<file path="config.mk">
export PLATFORM = sky130hd
export DESIGN_NAME = codec_i2c_init
export DESIGN_NICKNAME = d
export VERILOG_FILES = /design/src/codec_cfg_pkg.sv /design/src/i2c_bit_if.sv /design/src/codec_i2c_init.sv /design/src/i2c_init_fsm.sv /design/src/i2c_byte_shifter.sv /design/src/i2c_phase_timer.sv /design/src/codec_cfg_rom.sv
export SDC_FILE = /design/constraint.sdc
export NUM_CORES = 1
export LEC_CHECK = 0
export ABC_CLOCK_PERIOD_IN_PS = 2600
export BUFFER_PORTS_ARGS = -buffer_cell sky130_fd_sc_hd__buf_2
export CAP_MARGIN = 20
export CORE_ASPECT_RATIO = 0.5
export CORE_MARGIN = 3
export CORE_UTILIZATION = 40
export CTS_CLUSTER_SIZE = 16
export DETAILED_ROUTE_END_ITERATION = 8
export HOLD_SLACK_MARGIN = 0.03
export SYNTH_ARGS = -nofsm -noshare
export SYNTH_HDL_FRONTEND = slang
export SYNTH_SLANG_ARGS = --single-unit
</file>
<file path="constraint.sdc">
create_clock -name i_clk -period 2.6 [get_ports i_clk]
set_input_delay 0.13 -clock i_clk [delete_from_list [all_inputs] [get_ports i_clk]]
set_output_delay 0.13 -clock i_clk [all_outputs]
set_load 0.005 [all_outputs]
</file>
<file path="src/codec_cfg_pkg.sv">
`default_nettype none

package codec_cfg_pkg;

    // Table and word geometry
    localparam int CMD_COUNT     = 7;
    localparam int CMD_BITS      = 24;
    localparam int BYTES_PER_CMD = 3;
    localparam int BITS_PER_BYTE = 8;

    localparam int DEV_ADDR_W = 8;
    localparam int REG_ADDR_W = 7;
    localparam int REG_DATA_W = 9;

    // System clocks per half SCL period
    localparam int PHASE_CLKS = 4;

    localparam logic [DEV_ADDR_W-1:0] CODEC_ADDR = 8'h34;   // Write address, R/W bit low

    // Counter widths
    localparam int CMD_IDX_W   = $clog2(CMD_COUNT);
    localparam int BYTE_CNT_W  = $clog2(BYTES_PER_CMD);
    localparam int BIT_CNT_W   = $clog2(BITS_PER_BYTE + 1);
    localparam int PHASE_CNT_W = (PHASE_CLKS > 1) ? $clog2(PHASE_CLKS) : 1;

    // Sequencer states
    localparam int STATE_W = 4;
    localparam logic [STATE_W-1:0] ST_IDLE    = 4'd0;
    localparam logic [STATE_W-1:0] ST_START   = 4'd1;
    localparam logic [STATE_W-1:0] ST_BIT_LO  = 4'd2;
    localparam logic [STATE_W-1:0] ST_BIT_HI  = 4'd3;
    localparam logic [STATE_W-1:0] ST_ACK_LO  = 4'd4;
    localparam logic [STATE_W-1:0] ST_ACK_HI  = 4'd5;
    localparam logic [STATE_W-1:0] ST_STOP_LO = 4'd6;
    localparam logic [STATE_W-1:0] ST_STOP_HI = 4'd7;
    localparam logic [STATE_W-1:0] ST_DONE    = 4'd8;

    // Top data bit rides in the register address byte
    typedef struct packed {
        logic [DEV_ADDR_W-1:0] dev_addr;
        logic [REG_ADDR_W-1:0] reg_addr;
        logic [REG_DATA_W-1:0] reg_data;
    } cmd_fields_t;

    typedef union packed {
        logic [CMD_BITS-1:0] raw;   // Sent MSB first
        cmd_fields_t         f;
    } cmd_word_t;

endpackage

`default_nettype wire
</file>
<file path="src/i2c_bit_if.sv">
`timescale 1ns/100ps
`default_nettype none

interface i2c_bit_if;

    logic phase_start;
    logic phase_end;
    logic bit_clear;
    logic bit_step;
    logic byte_done;
    logic load;
    logic shift;
    logic ack_slot;
    logic ack_sample;
    logic nack;

    modport fsm_mp (
        output phase_start, bit_clear, bit_step, load, shift, ack_slot, ack_sample,
        input  phase_end, byte_done
    );

    modport timer_mp (
        input  phase_start, bit_clear, bit_step,
        output phase_end, byte_done
    );

    modport shift_mp (
        input  load, shift, ack_slot, ack_sample,
        output nack
    );

endinterface

`default_nettype wire

</file>
<file path="src/codec_i2c_init.sv">
`timescale 1ns/100ps
`default_nettype none

module codec_i2c_init
    import codec_cfg_pkg::*;
(
    input  logic i_clk,
    input  logic i_rst_n,
    input  logic i_start,
    input  logic i_sdat_in,     // Resolved SDA level
    output logic o_sclk,
    output logic o_sdat,
    output logic o_oen,         // Low while the codec owns SDA
    output logic o_finished,
    output logic o_ack_error
);

    i2c_bit_if bus ();

    logic [CMD_IDX_W-1:0] cmd_index;
    cmd_word_t            rom_cmd;
    cmd_word_t            load_word;
    logic                 start_sda;
    logic                 sda_force;

    i2c_init_fsm fsm_i (
        .i_clk       (i_clk),
        .i_rst_n     (i_rst_n),
        .i_start     (i_start),
        .bus         (bus.fsm_mp),
        .o_cmd_index (cmd_index),
        .i_cmd       (rom_cmd),
        .o_load_word (load_word),
        .o_sclk      (o_sclk),
        .o_start_sda (start_sda),
        .o_sda_force (sda_force),
        .o_finished  (o_finished)
    );

    i2c_phase_timer timer_i (
        .i_clk   (i_clk),
        .i_rst_n (i_rst_n),
        .bus     (bus.timer_mp)
    );

    i2c_byte_shifter shifter_i (
        .i_clk       (i_clk),
        .i_rst_n     (i_rst_n),
        .i_start     (i_start),
        .bus         (bus.shift_mp),
        .i_word      (load_word),
        .i_sda_force (sda_force),
        .i_start_sda (start_sda),
        .i_sdat_in   (i_sdat_in),
        .o_sdat      (o_sdat),
        .o_oen       (o_oen),
        .o_ack_error (o_ack_error)
    );

    codec_cfg_rom rom_i (
        .i_index (cmd_index),
        .o_cmd   (rom_cmd)
    );

endmodule

`default_nettype wire

</file>
<file path="src/i2c_init_fsm.sv">
`timescale 1ns/100ps
`default_nettype none

module i2c_init_fsm
    import codec_cfg_pkg::*;
(
    input  logic                 i_clk,
    input  logic                 i_rst_n,
    input  logic                 i_start,
    i2c_bit_if.fsm_mp            bus,
    output logic [CMD_IDX_W-1:0] o_cmd_index,
    input  cmd_word_t            i_cmd,
    output cmd_word_t            o_load_word,
    output logic                 o_sclk,
    output logic                 o_start_sda,
    output logic                 o_sda_force,
    output logic                 o_finished
);

    logic [STATE_W-1:0]    state_r;
    logic [STATE_W-1:0]    state_n;
    logic [CMD_IDX_W-1:0]  cmd_idx_r;
    logic [CMD_IDX_W-1:0]  cmd_idx_n;
    logic [BYTE_CNT_W-1:0] byte_cnt_r;
    logic [BYTE_CNT_W-1:0] byte_cnt_n;
    logic                  finished_r;
    logic                  finished_n;
    logic                  sclk_r;
    logic                  sclk_n;

    assign o_cmd_index = cmd_idx_r;
    assign o_load_word = i_cmd;
    assign o_sclk      = sclk_r;
    assign o_finished  = finished_r;

    assign bus.ack_slot = (state_r == ST_ACK_LO) || (state_r == ST_ACK_HI);
    assign o_sda_force  = state_r inside {ST_IDLE, ST_START, ST_STOP_LO, ST_STOP_HI, ST_DONE};
    // Low for start and the first half of stop, high otherwise
    assign o_start_sda  = !(state_r inside {ST_START, ST_STOP_LO});

    assign sclk_n = !(state_n inside {ST_BIT_LO, ST_ACK_LO, ST_STOP_LO});

    always_comb begin
        state_n         = state_r;
        cmd_idx_n       = cmd_idx_r;
        byte_cnt_n      = byte_cnt_r;
        finished_n      = finished_r;
        bus.phase_start = 1'b0;
        bus.bit_clear   = 1'b0;
        bus.bit_step    = 1'b0;
        bus.load        = 1'b0;
        bus.shift       = 1'b0;
        bus.ack_sample  = 1'b0;
        case (state_r)
            ST_IDLE, ST_DONE: begin
                if (i_start) begin
                    state_n         = ST_START;
                    cmd_idx_n       = '0;
                    finished_n      = 1'b0;
                    bus.phase_start = 1'b1;
                end
            end
            ST_START: begin
                if (bus.phase_end) begin
                    state_n         = ST_BIT_LO;
                    byte_cnt_n      = '0;
                    bus.bit_clear   = 1'b1;
                    bus.load        = 1'b1;     // Table entry for cmd_idx_r
                    bus.phase_start = 1'b1;
                end
            end
            ST_BIT_LO: begin
                if (bus.phase_end) begin
                    state_n         = ST_BIT_HI;
                    bus.bit_step    = 1'b1;
                    bus.phase_start = 1'b1;
                end
            end
            ST_BIT_HI: begin
                if (bus.phase_end) begin
                    state_n         = bus.byte_done ? ST_ACK_LO : ST_BIT_LO;
                    bus.shift       = 1'b1;
                    bus.phase_start = 1'b1;
                end
            end
            ST_ACK_LO: begin
                if (bus.phase_end) begin
                    state_n         = ST_ACK_HI;
                    bus.phase_start = 1'b1;
                end
            end
            ST_ACK_HI: begin
                if (bus.phase_end) begin
                    bus.ack_sample  = 1'b1;     // End of SCL high
                    bus.bit_clear   = 1'b1;
                    bus.phase_start = 1'b1;
                    if (byte_cnt_r == BYTE_CNT_W'(BYTES_PER_CMD - 1)) begin
                        state_n = ST_STOP_LO;
                    end else begin
                        state_n    = ST_BIT_LO;
                        byte_cnt_n = byte_cnt_r + 1'b1;
                    end
                end
            end
            ST_STOP_LO: begin
                if (bus.phase_end) begin
                    state_n         = ST_STOP_HI;
                    bus.phase_start = 1'b1;
                end
            end
            ST_STOP_HI: begin
                if (bus.phase_end) begin
                    if (cmd_idx_r == CMD_IDX_W'(CMD_COUNT - 1)) begin
                        state_n    = ST_DONE;
                        finished_n = 1'b1;
                    end else begin
                        state_n         = ST_START;
                        cmd_idx_n       = cmd_idx_r + 1'b1;
                        bus.phase_start = 1'b1;
                    end
                end
            end
            default: state_n = ST_IDLE;
        endcase
    end

    always_ff @(posedge i_clk) begin
        if (!i_rst_n) begin
            state_r    <= ST_IDLE;
            cmd_idx_r  <= '0;
            byte_cnt_r <= '0;
            finished_r <= 1'b0;
            sclk_r     <= 1'b1;
        end else begin
            state_r    <= state_n;
            cmd_idx_r  <= cmd_idx_n;
            byte_cnt_r <= byte_cnt_n;
            finished_r <= finished_n;
            sclk_r     <= sclk_n;               // Registered so SCL is glitch free
        end
    end

endmodule

`default_nettype wire

</file>
<file path="src/i2c_byte_shifter.sv">
`timescale 1ns/100ps
`default_nettype none

module i2c_byte_shifter
    import codec_cfg_pkg::*;
(
    input  logic         i_clk,
    input  logic         i_rst_n,
    input  logic         i_start,
    i2c_bit_if.shift_mp  bus,
    input  cmd_word_t    i_word,
    input  logic         i_sda_force,
    input  logic         i_start_sda,
    input  logic         i_sdat_in,
    output logic         o_sdat,
    output logic         o_oen,
    output logic         o_ack_error
);

    cmd_word_t word_r;
    logic      sdat_r;
    logic      oen_r;
    logic      ack_error_r;

    assign o_sdat      = sdat_r;
    assign o_oen       = oen_r;
    assign o_ack_error = ack_error_r;

    // Command word, MSB leaves first
    always_ff @(posedge i_clk) begin
        if (bus.load) begin
            word_r <= i_word;
        end else if (bus.shift) begin
            word_r.raw <= {word_r.raw[CMD_BITS-2:0], 1'b0};
        end
    end

    // Line drivers trail SCL by one clock, so SDA
    // never moves on the same edge as SCL
    always_ff @(posedge i_clk) begin
        if (!i_rst_n) begin
            sdat_r <= 1'b1;
            oen_r  <= 1'b1;
        end else begin
            sdat_r <= i_sda_force ? i_start_sda : word_r.raw[CMD_BITS-1];
            oen_r  <= ~bus.ack_slot;            // Release for the codec ACK
        end
    end

    // Acknowledge capture and sticky error
    always_ff @(posedge i_clk) begin
        if (!i_rst_n) begin
            bus.nack    <= 1'b0;
            ack_error_r <= 1'b0;
        end else if (i_start) begin
            bus.nack    <= 1'b0;
            ack_error_r <= 1'b0;
        end else begin
            if (bus.ack_sample) begin
                bus.nack <= i_sdat_in;          // High means no ACK
            end
            if (bus.nack) begin
                ack_error_r <= 1'b1;
            end
        end
    end

endmodule

`default_nettype wire

</file>
<file path="src/i2c_phase_timer.sv">
`timescale 1ns/100ps
`default_nettype none

module i2c_phase_timer
    import codec_cfg_pkg::*;
(
    input  logic         i_clk,
    input  logic         i_rst_n,
    i2c_bit_if.timer_mp  bus
);

    logic [PHASE_CNT_W-1:0] phase_cnt_r;
    logic                   running_r;
    logic [BIT_CNT_W-1:0]   bit_cnt_r;
    logic                   last_clk;

    assign last_clk      = (phase_cnt_r == PHASE_CNT_W'(PHASE_CLKS - 1));
    assign bus.phase_end = running_r && last_clk;
    assign bus.byte_done = (bit_cnt_r == BIT_CNT_W'(BITS_PER_BYTE));

    // Phase counter, restarted by each new phase
    always_ff @(posedge i_clk) begin
        if (!i_rst_n) begin
            phase_cnt_r <= '0;
            running_r   <= 1'b0;
        end else if (bus.phase_start) begin
            phase_cnt_r <= '0;
            running_r   <= 1'b1;
        end else if (bus.phase_end) begin
            running_r   <= 1'b0;                // No follow-on phase
        end else if (running_r) begin
            phase_cnt_r <= phase_cnt_r + 1'b1;
        end
    end

    // Bits of the current byte, holds at eight
    always_ff @(posedge i_clk) begin
        if (!i_rst_n) begin
            bit_cnt_r <= '0;
        end else if (bus.bit_clear) begin
            bit_cnt_r <= '0;
        end else if (bus.bit_step && !bus.byte_done) begin
            bit_cnt_r <= bit_cnt_r + 1'b1;
        end
    end

endmodule

`default_nettype wire

</file>
<file path="src/codec_cfg_rom.sv">
`timescale 1ns/100ps
`default_nettype none

module codec_cfg_rom
    import codec_cfg_pkg::*;
(
    input  logic [CMD_IDX_W-1:0] i_index,
    output cmd_word_t            o_cmd
);

    function automatic cmd_word_t make_cmd(
        input logic [REG_ADDR_W-1:0] reg_addr,
        input logic [REG_DATA_W-1:0] reg_data
    );
        cmd_word_t cmd;
        cmd.f.dev_addr = CODEC_ADDR;
        cmd.f.reg_addr = reg_addr;
        cmd.f.reg_data = reg_data;
        return cmd;
    endfunction

    always_comb begin
        case (i_index)
            3'd0:    o_cmd = make_cmd(7'h0f, 9'h000);   // Reset
            3'd1:    o_cmd = make_cmd(7'h04, 9'h015);   // Analogue path, DAC selected
            3'd2:    o_cmd = make_cmd(7'h05, 9'h000);   // Digital path
            3'd3:    o_cmd = make_cmd(7'h06, 9'h000);   // Power down, all on
            3'd4:    o_cmd = make_cmd(7'h07, 9'h042);   // Interface format
            3'd5:    o_cmd = make_cmd(7'h08, 9'h019);   // Sampling
            3'd6:    o_cmd = make_cmd(7'h09, 9'h001);   // Active control
            // Unused slot
            default: o_cmd = '0;
        endcase
    end

endmodule

`default_nettype wire

</file>
==> Word-level counts from Yosys, hierarchy flattened <==
Cells that the tools add are included.
{ "word_totals": {"regBits": 46, "inputBits": 4, "out_inout_bits": 5, "wordCells": 112} }
{ "op_classes": {"n_addsub": 4, "n_eq_ne": 27, "muxes": 40, "bitwise": 3, "reduce_logical": 25} }
{ "op_table": {"columns": ["operator", "n"], "rows": [
  ["$pmux W22 S7", 1],
  ["$mux W24", 2],
  ["$mux W4", 9],
  ["$pmux W4 S8", 1],
  ["$eq A4 B3 Y1 const B", 6],
  ["$mux W1", 15],
  ["$mux W3", 5],
  ["$ne A2 B2 Y1 const B", 7],
  ["$eq A4 B2 Y1 const B", 3],
  ["$reduce_and A4 Y1", 3],
  ["$reduce_bool A2 Y1", 5],
  ["$reduce_or A2 Y1", 5],
  ["$eq A3 B3 Y1 const B", 3],
  ["$eq A4 B4 Y1 const B", 2],
  ["$eq A3 B2 Y1 const B", 2],
  ["$mux W2", 3],
  ["$pmux W3 S2", 1],
  ["$reduce_or A6 Y1", 1],
  ["$reduce_bool A5 Y1", 1],
  ["$add A2 B1 Y2 const B", 2],
  ["$add A4 B1 Y4 const B", 1],
  ["$eq A2 B2 Y1 const B", 2],
  ["$eq A4 B1 Y1 const B", 1],
  ["$logic_not A4 Y1", 1],
  ["12 further kinds", 17]
]} }

==> Depth between registers and ports, before layout <==
{ "depth": {"ltp_word": 7, "mapped_depth": 7, "mapped_depth_nobuf": 6} }

==> Modules after synthesis <==
From an unflattened synthesis, not the netlist that was laid out.
{ "hier_totals": {"hier_cells": 249, "area_unflattened_um2": 2677.6} }
{ "modules_own_cells": {"columns": ["module", "instances", "cells_each", "area_each_um2", "seq_area_each_um2"], "rows": [
  ["i2c_byte_shifter", 1, 64, 1236.2, 800.8],
  ["i2c_init_fsm", 1, 118, 900.9, 220.2],
  ["i2c_phase_timer", 1, 37, 342.8, 140.1],
  ["codec_cfg_rom", 1, 30, 197.7, 0.0]
]} }

==> Least setup slack after synthesis <==
No wires, ideal clock.
{ "synth_path": {"path_kind": "reg2reg", "start": "register timer_i.phase_cnt_r[0]", "end": "register shifter_i.word_r[0] (netlist bit), enable pin", "setup_ns": 0.405, "t_arrival_ns": 1.819, "required_time_ns": 2.195, "setup_slack_ns": 0.377, "path_stages_with_launch": 4, "path_buffers": 0, "synth_period_minus_slack_ns": 2.223, "cell_sequence": "dfxtp_1 -> ha_1 -> nand4b_2 -> nor2_1"} }
{ "synth_via": {"elab_chain_cells": 5, "word_cells_on_any_way": 6, "cone_classes": "1 x eq/ne; 3 x mux; 2 x reduce/logical"} }
{ "synth_rtl": {"columns": ["element", "line_no", "source"], "rows": [
  ["start, declared", "i2c_phase_timer.sv:12", "logic [PHASE_CNT_W-1:0] phase_cnt_r;"],
  ["start signal, assigned", "i2c_phase_timer.sv:32", "phase_cnt_r <= phase_cnt_r + 1'b1;"],
  ["$eq A2 B2 Y1 *", "i2c_phase_timer.sv:17", "assign last_clk = (phase_cnt_r == PHASE_CNT_W'(PHASE_CLKS - 1));"],
  ["$logic_and A1 B1 Y1 *", "i2c_phase_timer.sv:18", "assign bus.phase_end = running_r && last_clk;"],
  ["$mux W1 *", "i2c_init_fsm.sv:64, i2c_init_fsm.sv:80", null],
  ["$mux W1", "i2c_init_fsm.sv:54", "case (state_r)"],
  ["$reduce_bool A2 Y1 (no source line) *", null, null],
  ["end signal, assigned", "i2c_byte_shifter.sv:32", "word_r <= i_word;"],
  ["end, declared", "i2c_byte_shifter.sv:20", "cmd_word_t word_r;"]
]} }
Every way passes the cells marked *; elsewhere a longest branch is shown, timed or not.
A chain may end at the register's enable or synchronous reset.

==> Final worst setup path <==
{ "layout_path": {"start": "register timer_i.phase_cnt_r[0]", "end": "register shifter_i.word_r[0] (netlist bit) (data pin)"} }
{ "layout_via": {"elab_chain_cells": 5} }
{ "layout_rtl": {"columns": ["element", "line_no", "source"], "rows": [
  ["$eq A2 B2 Y1", "i2c_phase_timer.sv:17", null],
  ["$logic_and A1 B1 Y1", "i2c_phase_timer.sv:18", null],
  ["$mux W1", "i2c_init_fsm.sv:64", "if (bus.phase_end) begin"],
  ["$mux W1", "i2c_init_fsm.sv:54", null],
  ["$mux W24", "i2c_byte_shifter.sv:31", "if (bus.load) begin"]
]} }
No other way between the ends.

==> impl_summary.log <==
INFO  metric finalHoldViolCount = 0
INFO  metric tns = 0 ns
INFO  metric number_of_flops_mapped_to_enable_cells_by_yosys = 24
INFO  metric layout.nets = 233
INFO  metric worst_vdd_rail_ir_drop = 0.0002793 V
INFO  metric synth_top_cells_by_area = edfxtp_1 33%, dfxtp_1 20%, ha_1 5.1%, nand2_1 4.1%, and2_1 3.4%
INFO  metric yosys-mux-area-fraction = 0.9081%
INFO  metric hpwl = 2642 µm
INFO  metric std_cell_rows = 18
INFO  metric synth.yosys.seq_area_share = 52.67%
INFO  metric worstPathCellList = ha_1 > nand4b_2 > or3_1 > a21oi_2 > o21a_1
INFO  metric diode_count = 0
INFO  metric max_fclk = 0.4697 GHz
INFO  metric worstSetupStartpoint = timer_i.phase_cnt_r[0]
INFO  metric number_of_optimization_iterations_in_the_first_detailed_route_pass = 4
INFO  metric synth_xor_area_share = 1.192%
INFO  metric syn-num-nets = 228
INFO  metric insertion_delay = 0.30 ns
INFO  metric postSynthAreaPerCell = 10.25 µm²
INFO  metric fin_skew = 0.003197 ns
INFO  metric timing.reg2reg.worst_path_depth = 5
INFO  metric synth_top_family_by_area = simple AND/OR/NAND/NOR gates
INFO  metric cts.repair_timing.setup_buffer_count = 0
INFO  metric rsz_0062_raised_after_global_routing = no
INFO  metric area_fraction_in_compound_gates_after_synthesis = 12.09%
INFO  metric routedWlPerCell = 12.98 µm
INFO  metric crit_slowest_cell = or3_1
INFO  metric antenna_violations_before_repair = 0
INFO  metric run_status = complete, no violations
INFO  metric holdCritStartpoint = i_sdat_in
INFO  metric numClockSinks = 46
INFO  metric core_area = 5112 µm²
INFO  metric dieArea = 6492 µm²
INFO  metric synth_area = 2205 µm²
INFO  metric postSynth.asyncResetShare = 0%
INFO  metric critical_path.n_buffers_inverters = 0
INFO  metric period_minus_slack = 2.129 ns
INFO  metric crit_family = simple AND/OR/NAND/NOR gates
INFO  metric post_synth_fa_ha_maj_area_fraction = 5.108%
INFO  metric post_synth_top_area_cell = edfxtp_1
INFO  metric layout_overhead_on_the_synthesized_area = 7.662%
INFO  metric setup.worst_path.class = reg2reg
INFO  metric grt_start_max_net_pins = 27
INFO  metric grt_first_pass_wirelength = 6630 µm
INFO  metric leakage_power = 0.9019 nW
INFO  metric critical_path.reg2reg.endpoint = shifter_i.word_r[0]
INFO  metric timing_max_transition_violations_final = 0
INFO  metric crit_arrival = 2.30 ns
INFO  metric final_min_period_over_clock_period = 81.89%
INFO  metric seq_pwr_share = 61.1%
INFO  metric root_buffer = clkbuf_8
INFO  metric cts.reportedPaths.clkPinSlew = 0.08 ns
INFO  metric cp-start-kind = flip-flop
INFO  metric postSynthCellCount = 215
INFO  metric die-height = 58.50 µm
INFO  metric vias_per_cell = 5.151
INFO  metric tritoncts.num_buffers = 5
INFO  metric combPwrFrac = 2.7%
INFO  metric worst_hold_path.endpoint = shifter_i.bus.nack
INFO  metric ant_nets = 0
INFO  metric power_switching_share = 21.41%
INFO  metric dpl_worst_slack = 0.4702 ns
INFO  metric worst_r2r_startpoint = timer_i.phase_cnt_r[0]
INFO  metric p_int = 0.0009883 W
INFO  metric layout.filler_cells = 486
INFO  metric yosysWarningCount = 0
INFO  metric ctsResizeCount = 0
INFO  metric io_buffer_count = 8
INFO  metric post-place-cells = 283
INFO  metric total_of_hold_buffers_inserted_after_clock_tree_synthesis = 0
INFO  metric net-switching-power = 0.0002692 W
INFO  metric floorplan.die.width = 111.0 µm
INFO  metric min_path_type = in2reg
INFO  metric worst_slew_margin_rel = 53.53%
INFO  metric finish.utilization = 46.43%
INFO  metric worst_slew_pin_slew = 0.6971 ns
INFO  metric largest_incremental_delay_on_the_critical_path = 0.67 ns
INFO  metric finalSetupViolCount = 0
INFO  metric synth.ff_latch_count = 46
INFO  metric postLayoutSetupSlackWorst = 0.4709 ns
INFO  metric floorplan.io_pins = 9
INFO  metric power_density_cells = 529.8 nW/µm²
INFO  metric number_of_non_filler_instances_in_the_completed_layout = 291
INFO  metric netlist.area_leader.share = 32.69%
INFO  metric yosys.cell_types.count = 45
INFO  metric cap_violations = 0
INFO  metric cp-end-kind = flip-flop
INFO  metric place.gp.congestion = 0.7906
INFO  metric globalRouteTotalUtil = 13.02%
INFO  metric layout-drive-gt1-share = 11.31%
INFO  metric grt_overflow = 0
INFO  metric clkPwrFrac = 36.2%
INFO  metric remaining_drc_errors = 0
INFO  metric grt_pass1_vias = 1405
INFO  metric holdPathStages = 3
INFO  metric initial_standard_cell_utilization_of_the_core = 43.12%
INFO  metric htree_levels = 2
INFO  metric dr_total_vias = 1499
INFO  metric tritoncts_clock_tree = yes
INFO  metric wirelength = 3776 µm
INFO  metric critPathMaxFanout = 26
INFO  metric critical_path_required = 2.77 ns
INFO  metric regToRegSetupSlack = 0.47 ns
INFO  metric first_iter_violations = 50
INFO  metric synthSimpleGateAreaFrac = 23.10%
INFO  metric top_cell_types_by_occurrence_after_synthesis = 24 x edfxtp_1, 24 x nand2_1, 22 x dfxtp_1
INFO  metric synth_ff_type = edfxtp_1
INFO  metric cts.path.max_buffers = 2
[power by group through the flow]
stage	logic (W)	registers, W	clock network, W
after detailed placement	0.0000331	0.000785	0
final	0.0000338	0.000769	0.000455
after global routing	0.0000374	0.000770	0.000508
after floorplan	0.0000302	0.000779	0
after global placement	0.0000333	0.000785	0
after CTS	0.0000333	0.000769	0.000470
[cells in the final DEF (no fill, tap or decap), types with 2 or more instances in the layout]
master,instances
nand3_1,7
clkbuf_8,6
a21oi_1,6
inv_1,10
a21o_1,6
or3_1,2
nand3b_1,3
and3_1,4
nand2_1,24
edfxtp_1,24
nor3_1,6
ha_1,9
xor2_1,2
mux2i_1,2
a21boi_0,6
dfxtp_1,22
buf_4,2
and2_1,12
buf_2,8
o21ai_0,6
nand2b_1,4
o21a_1,4
nor4_1,3
nand4_1,5
nor2b_1,3
nor2_1,14
[worst reg2reg max path, delay by kind of cell, from the launching register on]
kind | cells | cell delay (ns)
and+or+nand+nor | 2 | 0.88
adders and majority gates | 1 | 0.31
DFF | 1 | 0.36
AOI/OAI and AO/OA | 2 | 0.46
[worst max path at each step]
stage | endpoint | slack (ns) | cells past startpoint
floorplan | shifter_i.word_r[0] | 0.38 | 3
global placement | shifter_i.word_r[0] | 0.53 | 5
detailed placement | shifter_i.word_r[0] | 0.47 | 5
CTS | shifter_i.word_r[0] | 0.44 | 5
global route | shifter_i.word_r[0] | 0.26 | 5
finish | shifter_i.word_r[0] | 0.47 | 5
[flip-flops by register name (all words and copies together) (netlist names), 2 cells and up]
| name | flops |
|---|---|
| fsm_i.byte_cnt_r | 2 |
| timer_i.phase_cnt_r | 2 |
| fsm_i.state_r | 4 |
| shifter_i.word_r | 24 |
| timer_i.bit_cnt_r | 4 |
| fsm_i.o_cmd_index | 3 |
[kinds of logic (layout without fill, tap and decap cells)]
logic type	after synthesis	after routing
fa+ha+maj	9	9
flops	46	46
compound gates	38	38
xor+xnor	3	3
simple gates	95	95
mux	2	2
buf+inv	22	28
[cell type report]
class / instances / area, µm² / share of cell area [%]
repair buffers: 10 / 55.05 / 2.319
well taps: 70 / 87.58 / 3.690
clock buffers: 6 / 82.58 / 3.479
flip-flops and latches: 46 / 1161 / 48.92
multi-input cells: 147 / 937.1 / 39.48
inverters: 10 / 37.54 / 1.581
clock inverters: 2 / 12.51 / 0.5271
[routing by layer]
| metal | part of all wire (%) | GRT usage [%] |
|---|---|---|
| met5 | 0 | 0 |
| met4 | 1.2 | 4.737 |
| met3 | 3.8 | 3.696 |
| met2 | 42 | 19.14 |
| met1 | 53 | 18.47 |
[metrics by stage]
stage	instance area (µm²)	total power (W)	hold slack, ns
final	2374	0.001257	0.1109
after global routing	2374	0.001315	0.1110
after CTS	2374	0.001272	0.1098
after detailed placement	2278	0.0008185	0.4317
after global placement	2278	0.0008182	0.4209
after floorplan	2205	0.0008088	0.2779
No activity file was read; power rests on OpenSTA's default activity.
